### config.mk
export PLATFORM = sky130hd
export DESIGN_NAME = raster_timer
export DESIGN_NICKNAME = d
export VERILOG_FILES = /design/src/rtl/aznable_pkg.sv /design/src/rtl/raster_timer.sv
export SDC_FILE = /design/constraint.sdc
export NUM_CORES = 1
export LEC_CHECK = 0
export BUFFER_PORTS_ARGS = -buffer_cell sky130_fd_sc_hd__clkbuf_2
export CAP_MARGIN = 20
export CORE_ASPECT_RATIO = 1.1
export CORE_MARGIN = 4
export CORE_UTILIZATION = 59
export DETAILED_ROUTE_END_ITERATION = 16
export HOLD_SLACK_MARGIN = 0.15
export PLACE_DENSITY = 0.85
export SYNTH_ARGS = -nofsm -noshare
export SYNTH_HDL_FRONTEND = slang
export SYNTH_SLANG_ARGS = --single-unit
### constraint.sdc
create_clock -name clk_24 -period 2.2 [get_ports clk_24]
set_input_delay 0.22 -clock clk_24 [delete_from_list [all_inputs] [get_ports clk_24]]
set_output_delay 0.22 -clock clk_24 [all_outputs]
set_load 0.02 [all_outputs]
### src/rtl/aznable_pkg.sv
package aznable_pkg;

	// Memory map
	localparam logic [15:0] MAP_IN0 = 16'h8000;
	localparam logic [15:0] MAP_TIMESTAMP_START = 16'h8002;
	localparam logic [15:0] MAP_TIMER_START = 16'h802A;
	localparam logic [15:0] MAP_JOYSTICK_START = 16'h803A;
	// Analog, spinner and mouse starts only close the windows before them
	localparam logic [15:0] MAP_ANALOG_L_START = 16'h80FA;
	localparam logic [15:0] MAP_PADDLE_START = 16'h81BA;
	localparam logic [15:0] MAP_SPINNER_START = 16'h81EA;
	localparam logic [15:0] MAP_PS2_KEY_START = 16'h824A;
	localparam logic [15:0] MAP_PS2_MOUSE_START = 16'h8256;
	localparam logic [15:0] MAP_SYSTEMPAUSE = 16'h82B6;
	localparam logic [15:0] MAP_SYSTEMMENU = 16'h82B7;
	localparam logic [15:0] MAP_WKRAM_START = 16'hC000;

	// Raster timing in pixel clocks and lines
	localparam logic [8:0] H_VISIBLE = 9'd320;
	localparam logic [8:0] H_TOTAL = 9'd384;
	localparam logic [8:0] HS_START = 9'd336;
	localparam logic [8:0] HS_END = 9'd352;
	localparam logic [8:0] V_VISIBLE = 9'd240;
	localparam logic [8:0] V_TOTAL = 9'd262;
	localparam logic [8:0] VS_START = 9'd244;
	localparam logic [8:0] VS_END = 9'd247;

	typedef struct packed {
		// Seconds in 31..0 and a toggle in bit 32
		logic [32:0] timestamp;
		// Six pads of 32 buttons
		logic [191:0] joystick;
		logic [47:0] paddle;
		logic [10:0] ps2_key;
	} host_inputs_t;

	typedef struct packed {
		logic hs;
		logic vs;
		logic hb;
		logic vb;
	} video_sync_t;

	typedef struct packed {
		logic in0;
		logic timestamp;
		logic timer;
		logic joystick;
		logic paddle;
		logic ps2_key;
		logic pause;
		logic menu;
		logic wkram;
	} bus_sel_t;

endpackage

### src/rtl/raster_timer.sv
module raster_timer
	import aznable_pkg::*;
(
	input logic clk_24,
	input logic reset,
	input logic ce_6,
	output video_sync_t sync
);

	logic [8:0] hcnt;
	logic [8:0] vcnt;
	logic [8:0] hcnt_next;
	logic [8:0] vcnt_next;

	// Counters step once per pixel enable
	always_comb
	begin
		hcnt_next = hcnt;
		vcnt_next = vcnt;
		if (ce_6)
		begin
			if (hcnt == H_TOTAL - 9'd1)
			begin
				hcnt_next = 9'd0;
				if (vcnt == V_TOTAL - 9'd1)
					vcnt_next = 9'd0;
				else
					vcnt_next = vcnt + 9'd1;
			end
			else
			begin
				hcnt_next = hcnt + 9'd1;
			end
		end
	end

	// Sync and blanking follow the new count on the same edge
	always_ff @(posedge clk_24)
	begin
		if (reset)
		begin
			hcnt <= 9'd0;
			vcnt <= 9'd0;
			sync <= '0;
		end
		else
		begin
			hcnt <= hcnt_next;
			vcnt <= vcnt_next;
			sync.hb <= hcnt_next >= H_VISIBLE;
			sync.vb <= vcnt_next >= V_VISIBLE;
			sync.hs <= (hcnt_next >= HS_START) && (hcnt_next < HS_END);
			sync.vs <= (vcnt_next >= VS_START) && (vcnt_next < VS_END);
		end
	end

endmodule

### Word level (Yosys, flattened, before mapping)

Cells that the tools add are included.

* flip-flop bits (word level): 22
* logic and storage cells: 23

* $add $sub $neg: 2
* order comparisons: 6
* equality and inequality tests: 2
* multiplexer cells: 5
* reductions and logical operators: 2

Operator list (count)
* 9-bit two-way mux: 5
* 9-bit by 1-bit adder with 9-bit output (second input constant): 2
* 9-bit equality test (second input constant): 2
* 9-bit by 8-bit >= comparator with 1-bit output (second input constant): 2
* 9-bit >= comparator (second input constant): 2
* 9-bit by 8-bit less-than comparator with 1-bit output (second input constant): 1
* 9-bit less-than comparator (second input constant): 1
* 1-bit logical AND: 2

### Logic depth before layout (Yosys ltp)

* depth after elaboration: 6
* depth in mapped cells: 8
* depth with buffers taken out: 7

### Worst setup path before layout

OpenSTA, ideal clock, no wires.

* kind: register to register
* from: register vcnt[1]
* to: register vcnt[5]
* library setup time: 0.071 ns
* arrival: 1.742 ns
* slack: 0.387 ns
* stages on the path, launching flop included: 9
* buffers on the path: 1
* cells stage by stage: dfxtp_1 > inv_1 > ha_1 > nor4bb_1 > and2_1 > buf_6 > nand2b_4 > or4b_1 > a21oi_1

* word-level cells in the longest chain between the ends: 4

Ends and longest elaborated chain
* from (decl): line raster_timer.sv:11 `logic [8:0] vcnt;`
* from (signal assigned): line raster_timer.sv:49 `vcnt <= vcnt_next;`
* 9-bit by 1-bit adder with 9-bit output or 9-bit equality test (tied branches): line raster_timer.sv:28, raster_timer.sv:25
* 9-bit two-way mux *: line raster_timer.sv:25 `if (vcnt == V_TOTAL - 9'd1)`
* 9-bit two-way mux *: line raster_timer.sv:22 `if (hcnt == H_TOTAL - 9'd1)`
* 9-bit two-way mux *: line raster_timer.sv:20 `if (ce_6)`

Every way passes the cells marked *; elsewhere a longest branch is shown, timed or not.
A chain may end at the register's enable or synchronous reset.

### Worst setup path after layout

Same ends and word-level chain as after synthesis.

==> out/metrics.cfg <==
[run_status]
status = finished clean

[global_route]
grt_max_degree = 21
grt_util_met1 = 0.251
grt_pass1_wl_um = 4320
grt_pass1_vias = 955
track_usage = 0.194
gr-total-overflow = 0
met3_usage = 0.0322
met2_usage = 0.307
antenna_found_initial = 0
grt-busiest-layer = met2

[synth]
synth_nets = 145
yosys.area.top_type = dfxtp_1
syn_area_per_cell_um2 = 8.86
ys_warn_count = 0
seq_area_frac_synth = 0.358
ys_ff_latch = 22
syn_inst = 139
synth_edf_count = 0
synthDominantCellAreaShare = 0.358
yosys-top-cells-area = dfxtp_1 36%, a21oi_1 4.1%, nand4_1 3.6%, xor2_1 3.6%, nor2_1 3.4%
async_flop_share = 0
synthFlopType = dfxtp_1
synth_cell_types = 48
synthTopCellsByCount = 22 x dfxtp_1, 11 x nor2_1, 10 x a21oi_1
synth_most_common_cell = dfxtp_1
synth.cell_area_mm2 = 0.00123

[floorplanning]
rows = 17
core_area_mm2 = 0.00200
initial_core_util = 0.616
die_y_um = 55.9
dieArea_mm2 = 0.00288
pin_count = 7
die_x_um = 51.6

[clocking]
cts_resized = 0
clk_pin_slew_ns = 0.11
clock_path_buffers = 2
clk_latency_ns = 0.30
postCtsSetupBuffers = 0
ctsHoldBuffers = 0
htreeDepth = 1
cts_tree = yes
root_buffer = clkbuf_4
cts.sinks = 22
tritoncts.num_buffers = 3

[detailed_routing]
via_per_inst = 6.08
via_count = 1021
wl_per_cell_um = 14.5
dr.pass1.iters = 4
wl_um = 2440
antenna_left = 0
drtIter0Drc = 35
route.detailed.drc = 0

[sta]
report.final.setup_viol = 0
setup_slack_ns = 0.197
slew_viol_final = 0
fin_worst_skew_ns = 0.00268
rsz0062_at_grt = false
setup_tns_ns = 0
hold_violations = 0
fin_crit_sh = 0.910
relSlewSlack = 0.730
min_period_ns = 2.00
worst_pin_slew_ns = 0.405
fmax_mhz = 499

[finish]
area_growth_pct = 3.35
drive_gt1_frac = 0.136
diodes = 0
post-route-util = 0.636
final_cells = 168
nets = 148

[power_and_ir_drop]
p_sw_frac = 0.219
p_seq_frac = 0.669
p_int_uw = 474
vdd_drop_max_mv = 0.348
p_comb_frac = 0.033
p_leak_nw = 0.444
p_clk_frac = 0.298
p_switching_uw = 132
p_per_area_mw_per_mm2 = 476

[critical_path]
cp.required_ns = 2.44
ff2ff_path_depth = 7
cp-end-kind = flop
crit_type = reg2reg
r2r-start = vcnt[1]
critPathLaunchType = flop
crit_start = vcnt[1]
path_max_fanout = 8
arrival_ns = 2.24

[min_path]
min_from = ce_6
worst_hold_path_type = in2reg
min_path_cells = 3

[placed_design]
hpwl_um = 1790
place_congestion = 0.907
io_buffers = 6
place_inst = 165
place_ws_ns = 0.231

[flow_run]
cap_violations = 0

## through the flow
stage	total power, mW	hold WS [ns]	cell area (um2)
after floorplan	0.430	0.470	1230
after global placement	0.433	0.494	1250
after detailed placement	0.435	0.514	1250
after CTS	0.613	0.256	1270
after global routing	0.639	0.293	1270
final	0.606	0.265	1270
## worst max-delay path, cell delays in order (launching register included)
cell      delay [ns]
dfxtp_1         0.44
inv_1           0.07
ha_1            0.17
nor4bb_1        0.13
and2_1          0.27
nand2b_4        0.18
or4b_1          0.52
a21oi_1         0.17
## final cells by class
class	instances	area, um2
fillers	194	727
multi-input cells	102	711
flip-flops and latches	22	440
repair buffers	8	45.0
well taps	28	35.0
clock buffers	3	22.5
inverters	5	18.8
## logic make-up (layout without fill, tap and decap cells)
group / after synthesis / in the layout / synth area share
XOR/XNOR: 9 / 9 / 0.0640
AND/OR/NAND/NOR: 59 / 59 / 0.303
adder cells (fa/ha/maj): 3 / 3 / 0.0305
flip-flops: 22 / 22 / 0.358
AO/OA/AOI/OAI: 28 / 28 / 0.156
buffers and inverters: 15 / 16 / 0.0650
multiplexers: 3 / 3 / 0.0244
## layer usage
metal | vias to the layer above | part of all wire
li1 | 507 | -
met1 | 478 | 0.42
met2 | 32 | 0.52
met3 | 4 | 0.045
met4 | 0 | 0.013
met5 | - | 0
## layout by cell type (no fill, tap or decap), types with 2 or more instances in the layout
cell type,count
nor2_1,11
xor2_1,5
ha_1,3
nand3_1,2
nor4b_1,2
clkbuf_2,6
xnor2_1,4
nor3_2,2
and2_1,3
clkbuf_4,3
nand2_1,6
buf_4,2
o21ai_0,4
a31oi_1,3
nor3b_1,2
mux2i_1,3
a21oi_1,10
nand4b_1,2
nor2b_1,2
and3_1,2
inv_1,5
nand4_1,7
dfxtp_1,22
nor3_1,8
## path summary, 6_finish.rpt
kind         slack (ns)  endpoint
max                0.20   vcnt[5]
min                0.27   hcnt[1]
max reg2reg        0.20   vcnt[5]
min reg2reg        0.53   hcnt[1]
## power groups by stage
stage | Clock (mW) | Sequential (mW) | Combinational (mW)
final | 0.181 | 0.405 | 0.0200
after global routing | 0.210 | 0.406 | 0.0225
after CTS | 0.187 | 0.406 | 0.0202
after detailed placement | 0 | 0.415 | 0.0200
after global placement | 0 | 0.414 | 0.0190
after floorplan | 0 | 0.414 | 0.0161
## sequential cells by signal, summed over array words and instances (netlist names)
name / flops
hcnt: 9
vcnt: 9
sync: 4
No activity file was read; power rests on OpenSTA's default activity.
