`src/rtl/aznable_pkg.sv`:
```
package aznable_pkg;

	// Memory map
	localparam logic [15:0] MAP_IN0 = 16'h8000;
	localparam logic [15:0] MAP_TIMESTAMP_START = 16'h8002;
	localparam logic [15:0] MAP_TIMER_START = 16'h802A;
	localparam logic [15:0] MAP_JOYSTICK_START = 16'h803A;
	// Analog, spinner and mouse starts only close the windows before them
	localparam logic [15:0] MAP_ANALOG_L_START = 16'h80FA;
	localparam logic [15:0] MAP_PADDLE_START = 16'h81BA;
	localparam logic [15:0] MAP_SPINNER_START = 16'h81EA;
	localparam logic [15:0] MAP_PS2_KEY_START = 16'h824A;
	localparam logic [15:0] MAP_PS2_MOUSE_START = 16'h8256;
	localparam logic [15:0] MAP_SYSTEMPAUSE = 16'h82B6;
	localparam logic [15:0] MAP_SYSTEMMENU = 16'h82B7;
	localparam logic [15:0] MAP_WKRAM_START = 16'hC000;

	// Raster timing in pixel clocks and lines
	localparam logic [8:0] H_VISIBLE = 9'd320;
	localparam logic [8:0] H_TOTAL = 9'd384;
	localparam logic [8:0] HS_START = 9'd336;
	localparam logic [8:0] HS_END = 9'd352;
	localparam logic [8:0] V_VISIBLE = 9'd240;
	localparam logic [8:0] V_TOTAL = 9'd262;
	localparam logic [8:0] VS_START = 9'd244;
	localparam logic [8:0] VS_END = 9'd247;

	typedef struct packed {
		// Seconds in 31..0 and a toggle in bit 32
		logic [32:0] timestamp;
		// Six pads of 32 buttons
		logic [191:0] joystick;
		logic [47:0] paddle;
		logic [10:0] ps2_key;
	} host_inputs_t;

	typedef struct packed {
		logic hs;
		logic vs;
		logic hb;
		logic vb;
	} video_sync_t;

	typedef struct packed {
		logic in0;
		logic timestamp;
		logic timer;
		logic joystick;
		logic paddle;
		logic ps2_key;
		logic pause;
		logic menu;
		logic wkram;
	} bus_sel_t;

endpackage

```
`src/rtl/bus_decode.sv`:
```
module bus_decode
	import aznable_pkg::*;
(
	input logic [15:0] cpu_addr,
	input logic cpu_wr_n,
	output bus_sel_t sel,
	output logic timer_clear,
	output logic pause_set,
	output logic menu_clear
);

	// At most one region select is high
	always_comb
	begin
		sel = '0;
		sel.in0 = cpu_addr == MAP_IN0;
		sel.timestamp = (cpu_addr >= MAP_TIMESTAMP_START) &&
			(cpu_addr < MAP_TIMER_START);
		sel.timer = (cpu_addr >= MAP_TIMER_START) &&
			(cpu_addr < MAP_JOYSTICK_START);
		sel.joystick = (cpu_addr >= MAP_JOYSTICK_START) &&
			(cpu_addr < MAP_ANALOG_L_START);
		sel.paddle = (cpu_addr >= MAP_PADDLE_START) &&
			(cpu_addr < MAP_SPINNER_START);
		sel.ps2_key = (cpu_addr >= MAP_PS2_KEY_START) &&
			(cpu_addr < MAP_PS2_MOUSE_START);
		sel.pause = cpu_addr == MAP_SYSTEMPAUSE;
		sel.menu = cpu_addr == MAP_SYSTEMMENU;
		sel.wkram = cpu_addr >= MAP_WKRAM_START;
	end

	// Write strobes for the registers that react to a CPU write
	assign timer_clear = sel.timer && !cpu_wr_n;
	assign pause_set = sel.pause && !cpu_wr_n;
	assign menu_clear = sel.menu && !cpu_wr_n;

endmodule

```
`config.mk`:
```
export PLATFORM = sky130hd
export DESIGN_NAME = bus_decode
export DESIGN_NICKNAME = d
export VERILOG_FILES = /design/src/rtl/aznable_pkg.sv /design/src/rtl/bus_decode.sv
export SDC_FILE = /design/constraint.sdc
export NUM_CORES = 1
export LEC_CHECK = 0
export BUFFER_PORTS_ARGS = -buffer_cell sky130_fd_sc_hd__buf_2
export CAP_MARGIN = 10
export CORE_AREA = 2 2 39 41
export DETAILED_ROUTE_END_ITERATION = 8
export DIE_AREA = 0 0 41 43
export SLEW_MARGIN = 20
export SYNTH_ARGS = -nofsm -noshare
export SYNTH_HDL_FRONTEND = slang
export SYNTH_SLANG_ARGS = --single-unit
```
`constraint.sdc`:
```
create_clock -name vclk -period 1.8
set_clock_uncertainty 0.1 [all_clocks]
set_input_delay 0.54 -clock vclk [all_inputs]
set_output_delay 0.54 -clock vclk [all_outputs]
set_load 0.02 [all_outputs]
```
-- After elaboration in Yosys (flattened, before gate mapping)
Index checks and enable logic that the tools add are counted.
- $add $sub $neg: 0
- multipliers: 0
- div/mod/pow operators: 0
- order comparisons: 11
- eq/ne operators: 3
- shifts and indexed selects: 0
- multiplexer cells: 0
- bitwise logic cells: 0
- reduce and logical (&&, ||, !) cells: 9
- operator list (kind ; count):
    >= comparator 16 bit, second input constant ; 6
    < comparator 16 bit, second input constant ; 5
    equality test 16 bit, second input constant ; 3
    logical AND 1 bit ; 8
    logical NOT 1 bit ; 1
- bits in registers: 0
- bits in latches: 0
- bits in writable memories: 0
- ROM bits: 0
- output and inout bits: 12
- word-level logic and storage cells: 23
- memories: 0

-- Depth between registers and ports, before layout
- depth in word-level cells: 3
- gate-level depth with buffers: 3

-- Least setup slack after synthesis
No wires, ideal clock.
- path type: input port to output port
- from: in cpu_addr[9]
- to: out timer_clear
- arrival: 1.859 ns
- path slack: -0.699 ns
- stages on the path: 3
- buffers on the path: 0
- cells stage by stage: nor4b_1 nand3_1 nor4b_1
- longest elaborated chain between the ends: 3
- elaborated cells between the ends (all ways): 4
- classes of those cells: 2 x order compare; 2 x reduce/logical
- ends and longest elaborated chain (element ; line ; RTL):
    start: declaration ; bus_decode.sv:4 ; input logic [15:0] cpu_addr,
    >= comparator 16 bit or < comparator 16 bit (tied branches) ; bus_decode.sv:19, bus_decode.sv:20 ;
    logical AND 1 bit * ; bus_decode.sv:19 ; sel.timer = (cpu_addr >= MAP_TIMER_START) &&
    logical AND 1 bit * ; bus_decode.sv:33 ; assign timer_clear = sel.timer && !cpu_wr_n;
    end: declaration ; bus_decode.sv:7 ; output logic timer_clear,
Mark *: on every way between the ends. The rest lies on a longest branch, timed or not.

-- Worst setup path in the final report
- from: in cpu_addr[10]
- to: out menu_clear
- longest elaborated chain between the ends: 2
- ends and longest elaborated chain (element ; line ; RTL):
    equality test 16 bit ; bus_decode.sv:28 ; sel.menu = cpu_addr == MAP_SYSTEMMENU;
    logical AND 1 bit ; bus_decode.sv:35 ; assign menu_clear = sel.menu && !cpu_wr_n;
    end: declaration ; bus_decode.sv:9 ; output logic menu_clear
No other way between the ends.

==> metrics.cfg <==
[outcome]
run_status = finished, violations left
violations_in_the_final_reports = setup timing

[setup_path]
worstPathCellList = buf_6 > nor4_4 > nand4b_1 > buf_6 > nor4_4 > buf_4
worst_setup_path_end_kind = output pin
worstPathRequired_ns = 1.16
critical_path_buf_inv_count = 3
crit_path_start_kind = input pin
critical-path-max-stage-delay_ns = 0.32
worst_path_max_delay_cell = nor4_4
critical_path.top_delay_family = simple AND/OR/NAND/NOR gates
critical_path_class = in2out
arrival_worst_endpoint_ns = 1.68
worstPathMaxFanout = 5

[finish]
nFillCells = 127
seq_cell_count = 0
final_net_count = 104
layout.clock_buffers = 0
syn_to_final_growth_pct = 208
sequential_cell_area_um2 = 0
n_antenna_cell = 0
final_util_pct = 60.9
drive_gt1_share_pct = 78.8

[sta]
timing.final.setup_violations = 11
layout_worst_path_cycle_share_pct = 129
final-hold-violation-count = 0
worst-slew-pin-transition_ns = 0.386
final_worst_setup_slack_ns = -0.520
slew_headroom_pct = 74.1
final.min_clock_period_ns = 2.32
timing_max_transition_violations_final = 0
fmax_ghz = 0.431
setup-tns-final_ns = -4.76
grt_setup_unrepaired = yes

[floorplanning]
floorplan.initialDensity_pct = 19.8
rows = 14
core_area_um2 = 1380
chipWidth_um = 41
dieArea_um2 = 1760
die_h_um = 43
boundaryPins = 29

[drt]
num_vias = 523
drc = 0
drt_iter0_drc = 5
wl_per_cell_um = 13.4
drt.antenna.violating_nets = 0
route.final.wire_length_um = 1360
avgViaCountPerCell = 5.18
dr.pass1.iters = 2

[global_route]
grt_first_pass_wirelength_um = 1970
global_route.overflow_total = 0
largest_net_degree_at_the_start_of_global_routing = 8
first_global_vias = 466
grt_use_total_pct = 15.6
number_of_antenna_violations_at_the_first_check_in_global_routing = 0

[logic_synthesis]
postSynthAreaPerCell_um2 = 7.03
syn_inst = 39
synth.cell_area_um2 = 274
syn_nets = 56
total_number_of_yosys_warnings = 0
synth.yosys.seq_area_share_pct = 0
synth_cell_types = 23

[power_and_ir_drop]
max-vdd-ir-drop_v = 0.0000986
p_sw_share_pct = 48.0
p_leak_uw = 0.000347
share_clk_of_total_power_pct = 0
powerDensity_nw_per_um2 = 154
internal-power_uw = 67.5
net-switching-power_uw = 62.3
power.combinational.fraction_pct = 100.0
seq_power_share_pct = 0

[clocking]
hold_buffers = 0

[flow_run]
drv_cap = 0

[min_path]
min-delay-path-class = in2out

[place]
numPortBuffers = 29
place_hpwl_um = 1010
gp_congestion = 0.693

-- cell type report --
class / instances / area [µm²] / share of cell area, %
Multi-Input combinational cell: 38 / 432 / 51.2
Timing Repair Buffer: 46 / 388 / 46.0
Tap cell: 16 / 20.0 / 2.37
Inverter: 1 / 3.75 / 0.445
-- routing by layer --
metal	vias up	global-route usage (%)	wire (µm)
met5	-	0	0
met4	0	0	0
met3	0	1.05	84
met2	20	27.8	717
met1	250	20.6	556
li1	253	-	-
-- cells in the mapped netlist --
library cell  count  area share (%)
nor3b_1           1             2.7
a211oi_1          1             2.7
and2_1            1             2.3
or3_1             1             2.3
nand3_1           2             3.7
nand2_2           1             2.3
nand4b_1          3             9.6
nor2b_1           1             2.3
o21ai_4           1             5.9
nor4b_1           2             6.4
nand2_1           4             5.5
inv_1             1             1.4
xnor2_1           1             3.2
a21oi_1           2             3.7
o211ai_1          2             5.5
nor2_1            4             5.5
nor4_4            1             7.8
a311o_2           1             4.1
nor4_1            2             4.6
o22ai_1           1             2.3
or4_1             2             5.5
a2111oi_2         1             5.5
nor3_1            3             5.5
-- what timing repair did --
action                                  in CTS  in global routing
resized for setup                           34                 13
hold endpoints to repair                     0                  0
pin swaps                                   15                  8
buffers inserted                             2                  1
endpoints found under the setup margin      11                 11
-- cell usage in the layout, fill, tap and decap left out, types with 2 or more instances in the layout --
master / count
o211ai_1: 2
buf_8: 3
nor2_1: 2
nor2_4: 2
buf_2: 10
nand2_4: 2
buf_6: 12
or4_4: 2
nor4b_4: 2
nand4b_1: 3
nor3_4: 2
buf_4: 21
nand3_1: 2
nand2_1: 3
nor4_4: 3
-- worst min-delay path: stages --
cell and delay [ns]:
buf_2 0.15, nor3_2 0.06, buf_4 0.14
-- power groups by stage --
| stage | sequential (µW) | combinational, µW | clock, µW |
|---|---|---|---|
| after floorplan | 0 | 35.2 | 0 |
| after global placement | 0 | 100 | 0 |
| after detailed placement | 0 | 101 | 0 |
| after CTS | 0 | 124 | 0 |
| after global routing | 0 | 139 | 0 |
| final | 0 | 130 | 0 |
-- kinds of logic after synthesis --
| family | count (synthesis) | share of synthesized area (%) |
|---|---|---|
| xor+xnor | 1 | 3.20 |
| compound gates | 9 | 29.7 |
| simple gates | 28 | 65.8 |
| buf+inv | 1 | 1.37 |
-- metrics by stage --
stage	hold slack, ns	area (µm²)	std cells	power [µW]	worst slack (ns)
after floorplan	1.02	374	39	35.2	-0.456
after global placement	1.33	652	99	100	-0.553
after detailed placement	1.34	652	99	101	-0.584
after CTS	1.33	790	101	124	-0.499
after global routing	1.35	843	101	139	-0.569
final	1.34	843	101	130	-0.520
-- final timing paths --
| check | slack [ns] | cells past startpoint | to | startpoint |
|---|---|---|---|---|
| setup / recovery | -0.52 | 6 | menu_clear | cpu_addr[10] |
| hold / removal | 1.34 | 3 | pause_set | cpu_wr_n |
Power figures use the tool's default switching activity.
