## config.mk

```make
export PLATFORM = sky130hd
export DESIGN_NAME = cpu_read_mux
export DESIGN_NICKNAME = d
export VERILOG_FILES = /design/src/rtl/aznable_pkg.sv /design/src/rtl/cpu_read_mux.sv
export SDC_FILE = /design/constraint.sdc
export NUM_CORES = 1
export LEC_CHECK = 0
export BUFFER_PORTS_ARGS = -buffer_cell sky130_fd_sc_hd__buf_4
export CORE_AREA = 3 3 134 136
export DETAILED_ROUTE_END_ITERATION = 16
export DIE_AREA = 0 0 137 139
export SLEW_MARGIN = 20
export SYNTH_ARGS = -nofsm -noshare
export SYNTH_HDL_FRONTEND = slang
export SYNTH_SLANG_ARGS = --single-unit
```

## constraint.sdc

```tcl
create_clock -name clk_24 -period 2.9 [get_ports clk_24]
set_input_delay 0.145 -clock clk_24 [delete_from_list [all_inputs] [get_ports clk_24]]
set_output_delay 0.145 -clock clk_24 [all_outputs]
set_load 0.02 [all_outputs]
```

## src/rtl/aznable_pkg.sv

```systemverilog
package aznable_pkg;

	// Memory map
	localparam logic [15:0] MAP_IN0 = 16'h8000;
	localparam logic [15:0] MAP_TIMESTAMP_START = 16'h8002;
	localparam logic [15:0] MAP_TIMER_START = 16'h802A;
	localparam logic [15:0] MAP_JOYSTICK_START = 16'h803A;
	// Analog, spinner and mouse starts only close the windows before them
	localparam logic [15:0] MAP_ANALOG_L_START = 16'h80FA;
	localparam logic [15:0] MAP_PADDLE_START = 16'h81BA;
	localparam logic [15:0] MAP_SPINNER_START = 16'h81EA;
	localparam logic [15:0] MAP_PS2_KEY_START = 16'h824A;
	localparam logic [15:0] MAP_PS2_MOUSE_START = 16'h8256;
	localparam logic [15:0] MAP_SYSTEMPAUSE = 16'h82B6;
	localparam logic [15:0] MAP_SYSTEMMENU = 16'h82B7;
	localparam logic [15:0] MAP_WKRAM_START = 16'hC000;

	// Raster timing in pixel clocks and lines
	localparam logic [8:0] H_VISIBLE = 9'd320;
	localparam logic [8:0] H_TOTAL = 9'd384;
	localparam logic [8:0] HS_START = 9'd336;
	localparam logic [8:0] HS_END = 9'd352;
	localparam logic [8:0] V_VISIBLE = 9'd240;
	localparam logic [8:0] V_TOTAL = 9'd262;
	localparam logic [8:0] VS_START = 9'd244;
	localparam logic [8:0] VS_END = 9'd247;

	typedef struct packed {
		// Seconds in 31..0 and a toggle in bit 32
		logic [32:0] timestamp;
		// Six pads of 32 buttons
		logic [191:0] joystick;
		logic [47:0] paddle;
		logic [10:0] ps2_key;
	} host_inputs_t;

	typedef struct packed {
		logic hs;
		logic vs;
		logic hb;
		logic vb;
	} video_sync_t;

	typedef struct packed {
		logic in0;
		logic timestamp;
		logic timer;
		logic joystick;
		logic paddle;
		logic ps2_key;
		logic pause;
		logic menu;
		logic wkram;
	} bus_sel_t;

endpackage

```

## src/rtl/cpu_read_mux.sv

```systemverilog
module cpu_read_mux
	import aznable_pkg::*;
(
	input logic clk_24,
	input logic reset,
	input logic [15:0] cpu_addr,
	input bus_sel_t sel,
	input host_inputs_t inputs,
	input video_sync_t sync,
	input logic menu,
	input logic [15:0] timer,
	input logic [7:0] ram_q,
	output logic [7:0] cpu_din
);

	logic [15:0] ts_off;
	logic [15:0] tm_off;
	logic [15:0] joy_off;
	logic [15:0] pad_off;
	logic [15:0] key_off;
	logic [7:0] status;
	logic [7:0] byte_next;
	logic [7:0] din_r;
	logic wkram_r;

	// Byte n of data, or 00 past the last valid byte of the window
	function automatic logic [7:0] byte_at(
		input logic [255:0] data,
		input logic [15:0] offset,
		input int unsigned nbytes
	);
		logic [7:0] b;
		b = 8'h00;
		if (offset < nbytes)
			b = data[{offset[4:0], 3'b000} +: 8];
		return b;
	endfunction

	assign ts_off = cpu_addr - MAP_TIMESTAMP_START;
	assign tm_off = cpu_addr - MAP_TIMER_START;
	assign joy_off = cpu_addr - MAP_JOYSTICK_START;
	assign pad_off = cpu_addr - MAP_PADDLE_START;
	assign key_off = cpu_addr - MAP_PS2_KEY_START;

	assign status = {sync.hs, sync.vs, sync.hb, sync.vb, 2'b10, menu, 1'b0};

	always_comb
	begin
		byte_next = 8'h00;
		if (sel.in0)
			byte_next = status;
		else if (sel.timestamp)
			byte_next = byte_at(256'(inputs.timestamp), ts_off, 5);
		else if (sel.timer)
			byte_next = byte_at(256'(timer), tm_off, 2);
		else if (sel.joystick)
			byte_next = byte_at(256'(inputs.joystick), joy_off, 24);
		else if (sel.paddle)
			byte_next = byte_at(256'(inputs.paddle), pad_off, 6);
		else if (sel.ps2_key)
			byte_next = byte_at(256'(inputs.ps2_key), key_off, 2);
		else if (sel.menu)
			byte_next = {8{menu}};
	end

	// Register the byte and remember whether RAM owns the next cycle
	always_ff @(posedge clk_24)
	begin
		if (reset)
		begin
			din_r <= 8'h00;
			wkram_r <= 1'b0;
		end
		else
		begin
			din_r <= byte_next;
			wkram_r <= sel.wkram;
		end
	end

	// RAM output is already registered inside work_ram
	assign cpu_din = wkram_r ? ram_q : din_r;

endmodule

```

# Word level (Yosys, flattened, before mapping)
# Cells that the tools add are included.
[totals]
regBits = 9
out_inout_bits = 8
inputBits = 340
word_cells = 32
[classes]
n_lt_le_gt_ge = 5
reduce_logical = 1
n_mux = 13
n_shift = 5
add_sub_neg = 5
[ops]
columns = ["cell", "count"]
rows = [
  ["$shiftx A256 B9 Y8", 5],
  ["$mux W8", 13],
  ["$sub A16 B16 Y16 const B", 5],
  ["$lt A16 B2 Y1 const B", 2],
  ["$lt A16 B3 Y1 const B", 2],
  ["$lt A16 B5 Y1 const B", 1],
  ["$reduce_or A2 Y1", 1],
]

# Logic depth before layout (Yosys ltp)
# Gate-level depths: netlist of the first run.
[depth]
ltp_word = 9
ltp_mapped = 15
ltp_nobuf = 10

# Worst setup path after synthesis of the first run
# OpenSTA, ideal clock, no wires.
[synth_path]
path_type = "input -> register"
start = "input port cpu_addr[1]"
end = "register din_r[2]"
slack_ns = -0.202
required_ns = 2.820
t_arrival_ns = 3.022
setup_ns = 0.080
path_buffers = 4
path_stages = 14
cell_sequence = "buf_2 > buf_2 > inv_2 > ha_1 > buf_4 > and4b_1 > clkdlybuf4s25_1 > o41a_1 > or3b_4 > nor4_4 > o2111ai_1 > a21o_1 > a31o_1 > a211oi_2"
[synth_between]
elab_chain_cells = 8
word_cells_on_any_way = 25
cone_classes = "add/sub: 5; order compare: 5; shift: 5; mux: 10"
[synth_rtl]
columns = ["element", "line_no", "source"]
rows = [
  ["start, declared", "cpu_read_mux.sv:6", "input logic [15:0] cpu_addr,"],
  ["$sub A16 B16 Y16", "cpu_read_mux.sv:43", "assign key_off = cpu_addr - MAP_PS2_KEY_START;"],
  ["$shiftx A256 B9 Y8 or $lt A16 B2 Y1 (tied branches)", "cpu_read_mux.sv:35, cpu_read_mux.sv:34", ""],
  ["$mux W8", "cpu_read_mux.sv:34", "if (offset < nbytes)"],
  ["$mux W8", "cpu_read_mux.sv:60", "else if (sel.ps2_key)"],
  ["$mux W8", "cpu_read_mux.sv:58", "else if (sel.paddle)"],
  ["$mux W8", "cpu_read_mux.sv:56", "else if (sel.joystick)"],
  ["$mux W8", "cpu_read_mux.sv:54", "else if (sel.timer)"],
  ["$mux W8 (*)", "cpu_read_mux.sv:52", "else if (sel.timestamp)"],
  ["end signal, assigned", "cpu_read_mux.sv:76", "din_r <= byte_next;"],
  ["end, declared", "cpu_read_mux.sv:23", "logic [7:0] din_r;"],
]
# Every way passes the cells marked *; elsewhere a longest branch is shown, timed or not.
# A chain may end at the register's enable or synchronous reset.

# Worst setup path in the final report of the first run
[layout_path]
start = "input port cpu_addr[13]"
end = "register din_r[2]"
[layout_between]
elab_chain_cells = 8
word_cells_on_any_way = 20
cone_classes = "add/sub: 5; order compare: 5; mux: 10"
[layout_rtl]
columns = ["element", "line_no"]
rows = [
  ["$sub A16 B16 Y16", "cpu_read_mux.sv:43"],
  ["$lt A16 B2 Y1", "cpu_read_mux.sv:34"],
  ["$mux W8", "cpu_read_mux.sv:34"],
  ["$mux W8", "cpu_read_mux.sv:60"],
  ["$mux W8", "cpu_read_mux.sv:58"],
  ["$mux W8", "cpu_read_mux.sv:56"],
  ["$mux W8", "cpu_read_mux.sv:54"],
  ["$mux W8 (*)", "cpu_read_mux.sv:52"],
]
# Marked as above.

==> flow_summary.toml, run 1 <==
[run_status]
status = "completed"

[yosys]
synth_top_flop_cell = "dfxtp_1"
synth_edf_count = 0
ys_seq_area_frac = 0.0452
syn_area_um2 = 3990
synth_area_leaders = "mux4_2 38%, mux2_2 7.6%, mux2i_1 5.0%"
postSynthCellCount = 422
synth_seq_cells = 9
async_reset_ff_frac = 0
synth.distinct_cells = 66
ys_warn_count = 0
synth_top_area_frac = 0.378
synth_area_leader_cell = "mux4_2"
postSynthAreaPerCell_um2 = 9.46
syn_nets = 763

[timing]
fmax_ghz = 0.382
worstMarginPinSlew_ns = 0.874
hold_violations = 0
slew_headroom = 0.410
finalSetupTns_ns = 0
worst_hold_slack_ns = 0.125
min_period_ns = 2.62
rsz0062_at_grt = "no"
finalCritPeriodShare = 0.904
drv_slew = 0
setup_viol = 0

[clocking]
post_cts_buffers = 0
post_cts_resized = 0
max-clock-path-buffers = 2
cts.clk_slew.worst_paths_ns = 0.04
numCtsBuffers = 3
root_buffer = "clkbuf_16"
cts_tree = "yes"
cts_htree_levels = 1
hold_buffers = 0
cts.sinks = 9

[global_route]
top_usage_layer = "met2"
use_met1 = 0.250
antenna_found_initial = 1
grt_usage = 0.203
grt_pass1_vias = 5322
grt_util_met3 = 0.0479
grt_max_degree = 46
use_met2 = 0.361
grt-ovfl-total = 0
grt_first_pass_wirelength_um = 29800

[finish]
layout_commonest_cell = "buf_4"
antenna_cells = 0
drive_gt1_frac = 0.644
final_cell_mix = "382 x buf_4, 67 x mux4_2, 27 x mux2_2"
n_fill_cell = 1736
instances_no_fill = 990
layout.nets = 1107
area_growth_syn_to_layout_pct = 77.0
design_area_um2 = 7060

[floorplan]
dieArea_um2 = 19000
core_um2 = 17100
start_util = 0.234
dieHeight_um = 139
num_rows = 48
die_w_um = 137
io_pins = 348

[drt]
via_per_inst = 5.19
totalWireLength_um = 20300
drc = 0
ant_nets = 0
vias = 5141
drtIter0Drc = 285
dr.pass1.iters = 5
routedWlPerCell_um = 20.5

[placement]
port-buffer-count = 346
hpwl_um = 17800
gp_congestion = 0.873
placed_cells = 986
dpl_cell_area_um2 = 6990

[setup_path]
worst_setup_path_end_kind = "register"
worstSetupPathType = "in2reg"
crit_fanout = 6
cp.required_ns = 3.05
critPathArrivalTime_ns = 2.77
cp-start-kind = "primary input"

[pwr]
peakVddDrop_v = 0.000316
powerDensity_nw_per_um2 = 195
p_leak_nw = 3.12
finalPower_mw = 1.38

[job]
maxCapViolations = 0

[hold_path]
hold_path.class = "in2reg"
-- critical path, stage by stage --
cell and delay (ns):
buf_4 0.14, or4_4 0.54, o41a_1 0.38, or3b_4 0.41, nor4_4 0.31, o2111ai_1 0.20, a21o_1 0.20, a31o_1 0.23
a211oi_2 0.20
-- path summary, 6_finish.rpt --
kind,slack (ns),endpoint,from,cells after the start
setup / recovery,0.28,din_r[2]$_SDFF_PP0_,cpu_addr[13],9
hold / removal,0.13,wkram_r$_SDFF_PP0_,sel[0],2
-- final cells by class --
| cell class | count | area [um2] | area share |
|---|---|---|---|
| Clock buffer | 4 | 78.8 | 0.0112 |
| Sequential cell | 9 | 180 | 0.0255 |
| Tap cell | 225 | 282 | 0.0399 |
| Inverter | 14 | 55.1 | 0.00779 |
| Timing Repair Buffer | 384 | 2910 | 0.412 |
| Multi-Input combinational cell | 354 | 3560 | 0.504 |
-- registers in the layout (all words and copies together), names as in the netlist --
| register | count |
|---|---|
| din_r | 8 |
| wkram_r | 1 |
-- logic make-up after synthesis --
family	after synthesis	share of synthesized area
muxes	114	0.505
adders and majority gates	1	0.00314
DFF	9	0.0452
and+or+nand+nor	121	0.171
buffers and inverters	59	0.0677
xor gates and xnor gates	6	0.0132
AOI/OAI and AO/OA	112	0.196
-- Yosys cell counts, types with 4 or more instances --
cell        n
nor3_1     12
nor2b_1     5
buf_1       6
buf_2      13
mux4_2     67
nor2_1     20
o211ai_1    7
o21ai_0    12
o31ai_1     7
dfxtp_1     9
mux2_2     27
clkbuf_1   19
nand4_1    10
or4_1       5
a22oi_1    10
a31oi_1     5
a211oi_1    4
o2111ai_1   5
o21ai_1     8
buf_4       5
a21o_1      4
mux2i_1    20
nand3_1    12
xnor2_1     4
inv_1      12
nand2_1    23
nor4_1      6
a21oi_1    22
a221oi_1    4
o21a_1      4
-- layer usage --
metal | share of wire | vias to the layer above
met1 | 0.39 | 2420
met4 | 0.015 | 0
met2 | 0.51 | 253
li1 | - | 2442
met5 | 0 | -
met3 | 0.087 | 26
-- metrics by stage --
step	utilization	setup WS [ns]
2_1_floorplan	-	0.000651
3_3_place_gp	0.410	0.173
3_5_place_dp	0.410	0.0574
4_1_cts	0.414	0.285
5_1_grt	0.414	0.0151
6_report	0.414	0.280
-- power breakdown --
| group | leakage, nW | switching, mW | total (mW) | internal [mW] |
|---|---|---|---|---|
| clock | 0.0382 | 0.0571 | 0.241 | 0.183 |
| sequential | 0.0742 | 0.00321 | 0.133 | 0.130 |
| combinational | 3.01 | 0.393 | 1.00 | 0.611 |
| total | 3.12 | 0.454 | 1.38 | 0.924 |
Power figures use the tool's default switching activity.
==> inputs of run 2 (changes only) <==
Settings changed: CORE_AREA 3 3 134 136 to 3 3 135 137, DIE_AREA 0 0 137 139 to 0 0 138 140.
Clock period 2.9 ns to 2.96 ns, I/O delays scaled along.
==> flow_summary.toml, run 2 (synthesis gave the netlist of run 1 again) <==
[placement]
dpl_cell_area_um2 = 6920
hpwl_um = 17600
gp_congestion = 0.867
placed_cells = 978
port-buffer-count = 346

[setup_path]
slowest_delay_ns = 0.58
critPathArrivalTime_ns = 2.76
worstSetupPathType = "in2reg"
cp.required_ns = 3.09
crit_fanout = 6
worst_setup_path_end_kind = "register"
path_common_cell = "buf_4"
path_buf_inv = 2
cp-start-kind = "primary input"
crit_path_top_delay_cell = "or4_4"
path_cells = "buf_4, or4_4, o41a_1, or3b_4, nor4_4, buf_4, nand2_1, nor2_1, o31ai_1, a221oi_1"
crit_family = "simple AND/OR/NAND/NOR gates"

[floorplan]
num_rows = 48
core_um2 = 17200
dieHeight_um = 140
dieArea_um2 = 19300
die_w_um = 138
start_util = 0.232
io_pins = 348

[clocking]
numCtsBuffers = 3
cts.clk_slew.worst_paths_ns = 0.04
post_cts_resized = 0
root_buffer = "clkbuf_16"
post_cts_buffers = 0
cts.sinks = 9
cts_htree_levels = 1
max-clock-path-buffers = 2
hold_buffers = 0
cts_tree = "yes"

[pwr]
powerDensity_nw_per_um2 = 193
internal_power_uw = 901
power_frac_seq = 0.097
p_comb_frac = 0.726
sw_frac_of_total = 0.332
switching_power_uw = 448
peakVddDrop_v = 0.000214
p_leak_nw = 3.08
p_clk_frac = 0.177

[timing]
finalCritPeriodShare = 0.887
fmax_ghz = 0.381
drv_slew = 0
min_period_ns = 2.63
slew_headroom = 0.581
worstMarginPinSlew_ns = 0.620
finalSetupTns_ns = 0
hold_violations = 0
setup_viol = 0
rsz0062_at_grt = "no"

[global_route]
grt-ovfl-total = 0
use_met2 = 0.360
grt_max_degree = 43
antenna_found_initial = 0
use_met1 = 0.246
top_usage_layer = "met2"
grt_first_pass_wirelength_um = 30700
grt_pass1_vias = 5453
grt_usage = 0.198
grt_util_met3 = 0.0413

[drt]
drc = 0
via_per_inst = 5.24
ant_nets = 0
drtIter0Drc = 309
vias = 5142
totalWireLength_um = 20300
dr.pass1.iters = 5
routedWlPerCell_um = 20.6

[finish]
n_fill_cell = 1753
final_cell_mix = "374 x buf_4, 67 x mux4_2, 27 x mux2_2"
layout_commonest_cell = "buf_4"
utilization = 0.407
drive_gt1_frac = 0.639
design_area_um2 = 7000
top_register = "din_r"
antenna_cells = 0
instances_no_fill = 982
largest_reg_flops = 8
area_growth_syn_to_layout_pct = 75.4
layout.nets = 1099
top_regs = "din_r (8), wkram_r (1)"

[job]
maxCapViolations = 0

[hold_path]
hold_path.class = "in2reg"

[run_status]
status = "completed"
-- run 2: cell types whose count changed in the layout (fill, tap and decap cells not counted) --
cell / previous run / this run
nor4_1: 5 / 6
buf_4: 382 / 374
nor4_2: 1 / 0
-- run 2: worst paths after layout --
| check | end | cells after the start | from | slack (ns) |
|---|---|---|---|---|
| max | din_r[1]$_SDFF_PP0_ | 10 | cpu_addr[7] | 0.33 |
| min | wkram_r$_SDFF_PP0_ | 2 | sel[0] | 0.13 |
-- run 2: cell type report --
| cell class | count | area (um2) | area share |
|---|---|---|---|
| multi-input combinational | 354 | 3550 | 0.508 |
| sequential | 9 | 180 | 0.0257 |
| tap | 225 | 282 | 0.0402 |
| timing repair buffer | 376 | 2850 | 0.407 |
| inverter | 14 | 55.1 | 0.00787 |
| clock buffer | 4 | 78.8 | 0.0113 |
-- run 2: routing by layer --
| metal | vias to the layer above | wire, um |
|---|---|---|
| met4 | 0 | 239 |
| met2 | 259 | 10500 |
| met5 | - | 0 |
| li1 | 2422 | - |
| met1 | 2446 | 7920 |
| met3 | 15 | 1590 |
-- run 2: power groups by stage --
stage / Combinational, mW / Sequential [mW] / Clock (mW)
floorplan: 0.475 / 0.130 / 0
global placement: 0.985 / 0.133 / 0
detailed placement: 0.992 / 0.132 / 0
CTS: 0.994 / 0.131 / 0.240
global route: 1.06 / 0.131 / 0.249
finish: 0.980 / 0.131 / 0.239
-- run 2: per-stage QoR --
step                hold WS, ns  power, mW  setup WS [ns]
floorplan                 0.276      0.605         0.0262
global placement          0.362       1.12          0.176
detailed placement        0.369       1.12         0.0683
CTS                       0.126       1.36          0.303
global route              0.140       1.44         0.0646
finish                    0.125       1.35          0.333
==> inputs of run 3 (changes only) <==
Settings changed: BUFFER_PORTS_ARGS -buffer_cell sky130_fd_sc_hd__buf_4 to -buffer_cell sky130_fd_sc_hd__clkbuf_2.
==> flow_summary.toml, run 3 (synthesis gave the netlist of run 1 again) <==
[run_status]
status = "completed"

[finish]
antenna_cells = 0
top_regs = "din_r (8), wkram_r (1)"
drive_gt1_frac = 0.642
top_register = "din_r"
largest_reg_flops = 8
final_cell_mix = "344 x clkbuf_2, 67 x mux4_2, 37 x buf_4"
layout_commonest_cell = "clkbuf_2"
layout.nets = 1104
area_growth_syn_to_layout_pct = 54.1
utilization = 0.358

[floorplan]
dieHeight_um = 140
num_rows = 48
core_um2 = 17200
start_util = 0.232
die_w_um = 138
dieArea_um2 = 19300
io_pins = 348

[setup_path]
cp.required_ns = 3.11
critPathArrivalTime_ns = 2.74
slowest_delay_ns = 0.58
crit_family = "simple AND/OR/NAND/NOR gates"
crit_fanout = 5
cp-start-kind = "primary input"
worstSetupPathType = "in2reg"
crit_path_top_delay_cell = "or4_4"
crit_cells = 9
path_cells = "clkbuf_2, or4_4, o41a_1, or3b_4, nor4_4, o2111ai_1, a21o_1, a31o_1, a211oi_2"
worst_setup_path_end_kind = "register"
path_buf_inv = 1

[drt]
ant_nets = 0
drtIter0Drc = 355
totalWireLength_um = 19800
vias = 5147
routedWlPerCell_um = 20.0
drc = 0
via_per_inst = 5.21
dr.pass1.iters = 5

[timing]
min_period_ns = 2.58
setup_viol = 0
drv_slew = 0
fmax_ghz = 0.387
hold_violations = 0
finalSetupTns_ns = 0
rsz0062_at_grt = "no"
finalCritPeriodShare = 0.872
worstMarginPinSlew_ns = 0.612
slew_headroom = 0.591

[pwr]
p_clk_frac = 0.193
internal_power_uw = 775
power_frac_seq = 0.107
p_leak_nw = 2.87
finalPower_mw = 1.23
sw_frac_of_total = 0.369
p_comb_frac = 0.700
peakVddDrop_v = 0.000223
powerDensity_nw_per_um2 = 200
switching_power_uw = 453

[placement]
port-buffer-count = 346
gp_congestion = 0.849
hpwl_um = 17200

[hold_path]
hold_path.class = "in2reg"
holdPathStages = 2

[clocking]
max-clock-path-buffers = 2
post_cts_buffers = 0
numCtsBuffers = 3
cts_tree = "yes"
cts_htree_levels = 1
post_cts_resized = 0
root_buffer = "clkbuf_16"
cts.clk_slew.worst_paths_ns = 0.04
cts.sinks = 9
hold_buffers = 0

[global_route]
grt_first_pass_wirelength_um = 29800
grt_pass1_vias = 5209
grt_max_degree = 40
grt-ovfl-total = 0
antenna_found_initial = 1
grt_usage = 0.192

[job]
maxCapViolations = 0
## run 3: final cells by class
cell class              count  area [um2]
flip-flops and latches      9         180
fillers                  1817       11000
well taps                 225         282
repair buffers            381        2000
multi-input cells         354        3550
inverters                  14        55.1
clock buffers               4        78.8
## run 3: metrics by stage
stage	instances	instance area [um2]	worst slack [ns]	hold WS, ns
floorplan	422	3990	0.0262	0.276
global placement	983	6070	0.185	0.361
CTS	987	6150	0.358	0.146
detailed placement	983	6070	0.126	0.378
global route	987	6150	0.0338	0.173
finish	987	6150	0.378	0.143
## run 3: path summary, 6_finish.rpt
check                              to         from
setup / recovery  din_r[2]$_SDFF_PP0_  cpu_addr[7]
hold / removal     wkram_r$_SDFF_PP0_       sel[0]
## run 3: routing by layer
metal	GRT usage	part of all wire
met3	0.0345	0.077
met1	0.246	0.40
met2	0.347	0.52
met5	0	0.00066
met4	0.0244	0.0087
## run 3: power by group through the flow
stage	clock network (mW)	registers [mW]	logic [mW]
6_report	0.237	0.131	0.860
5_1_grt	0.249	0.131	0.936
4_1_cts	0.239	0.131	0.870
3_5_place_dp	0	0.133	0.867
3_3_place_gp	0	0.132	0.862
2_1_floorplan	0	0.130	0.475
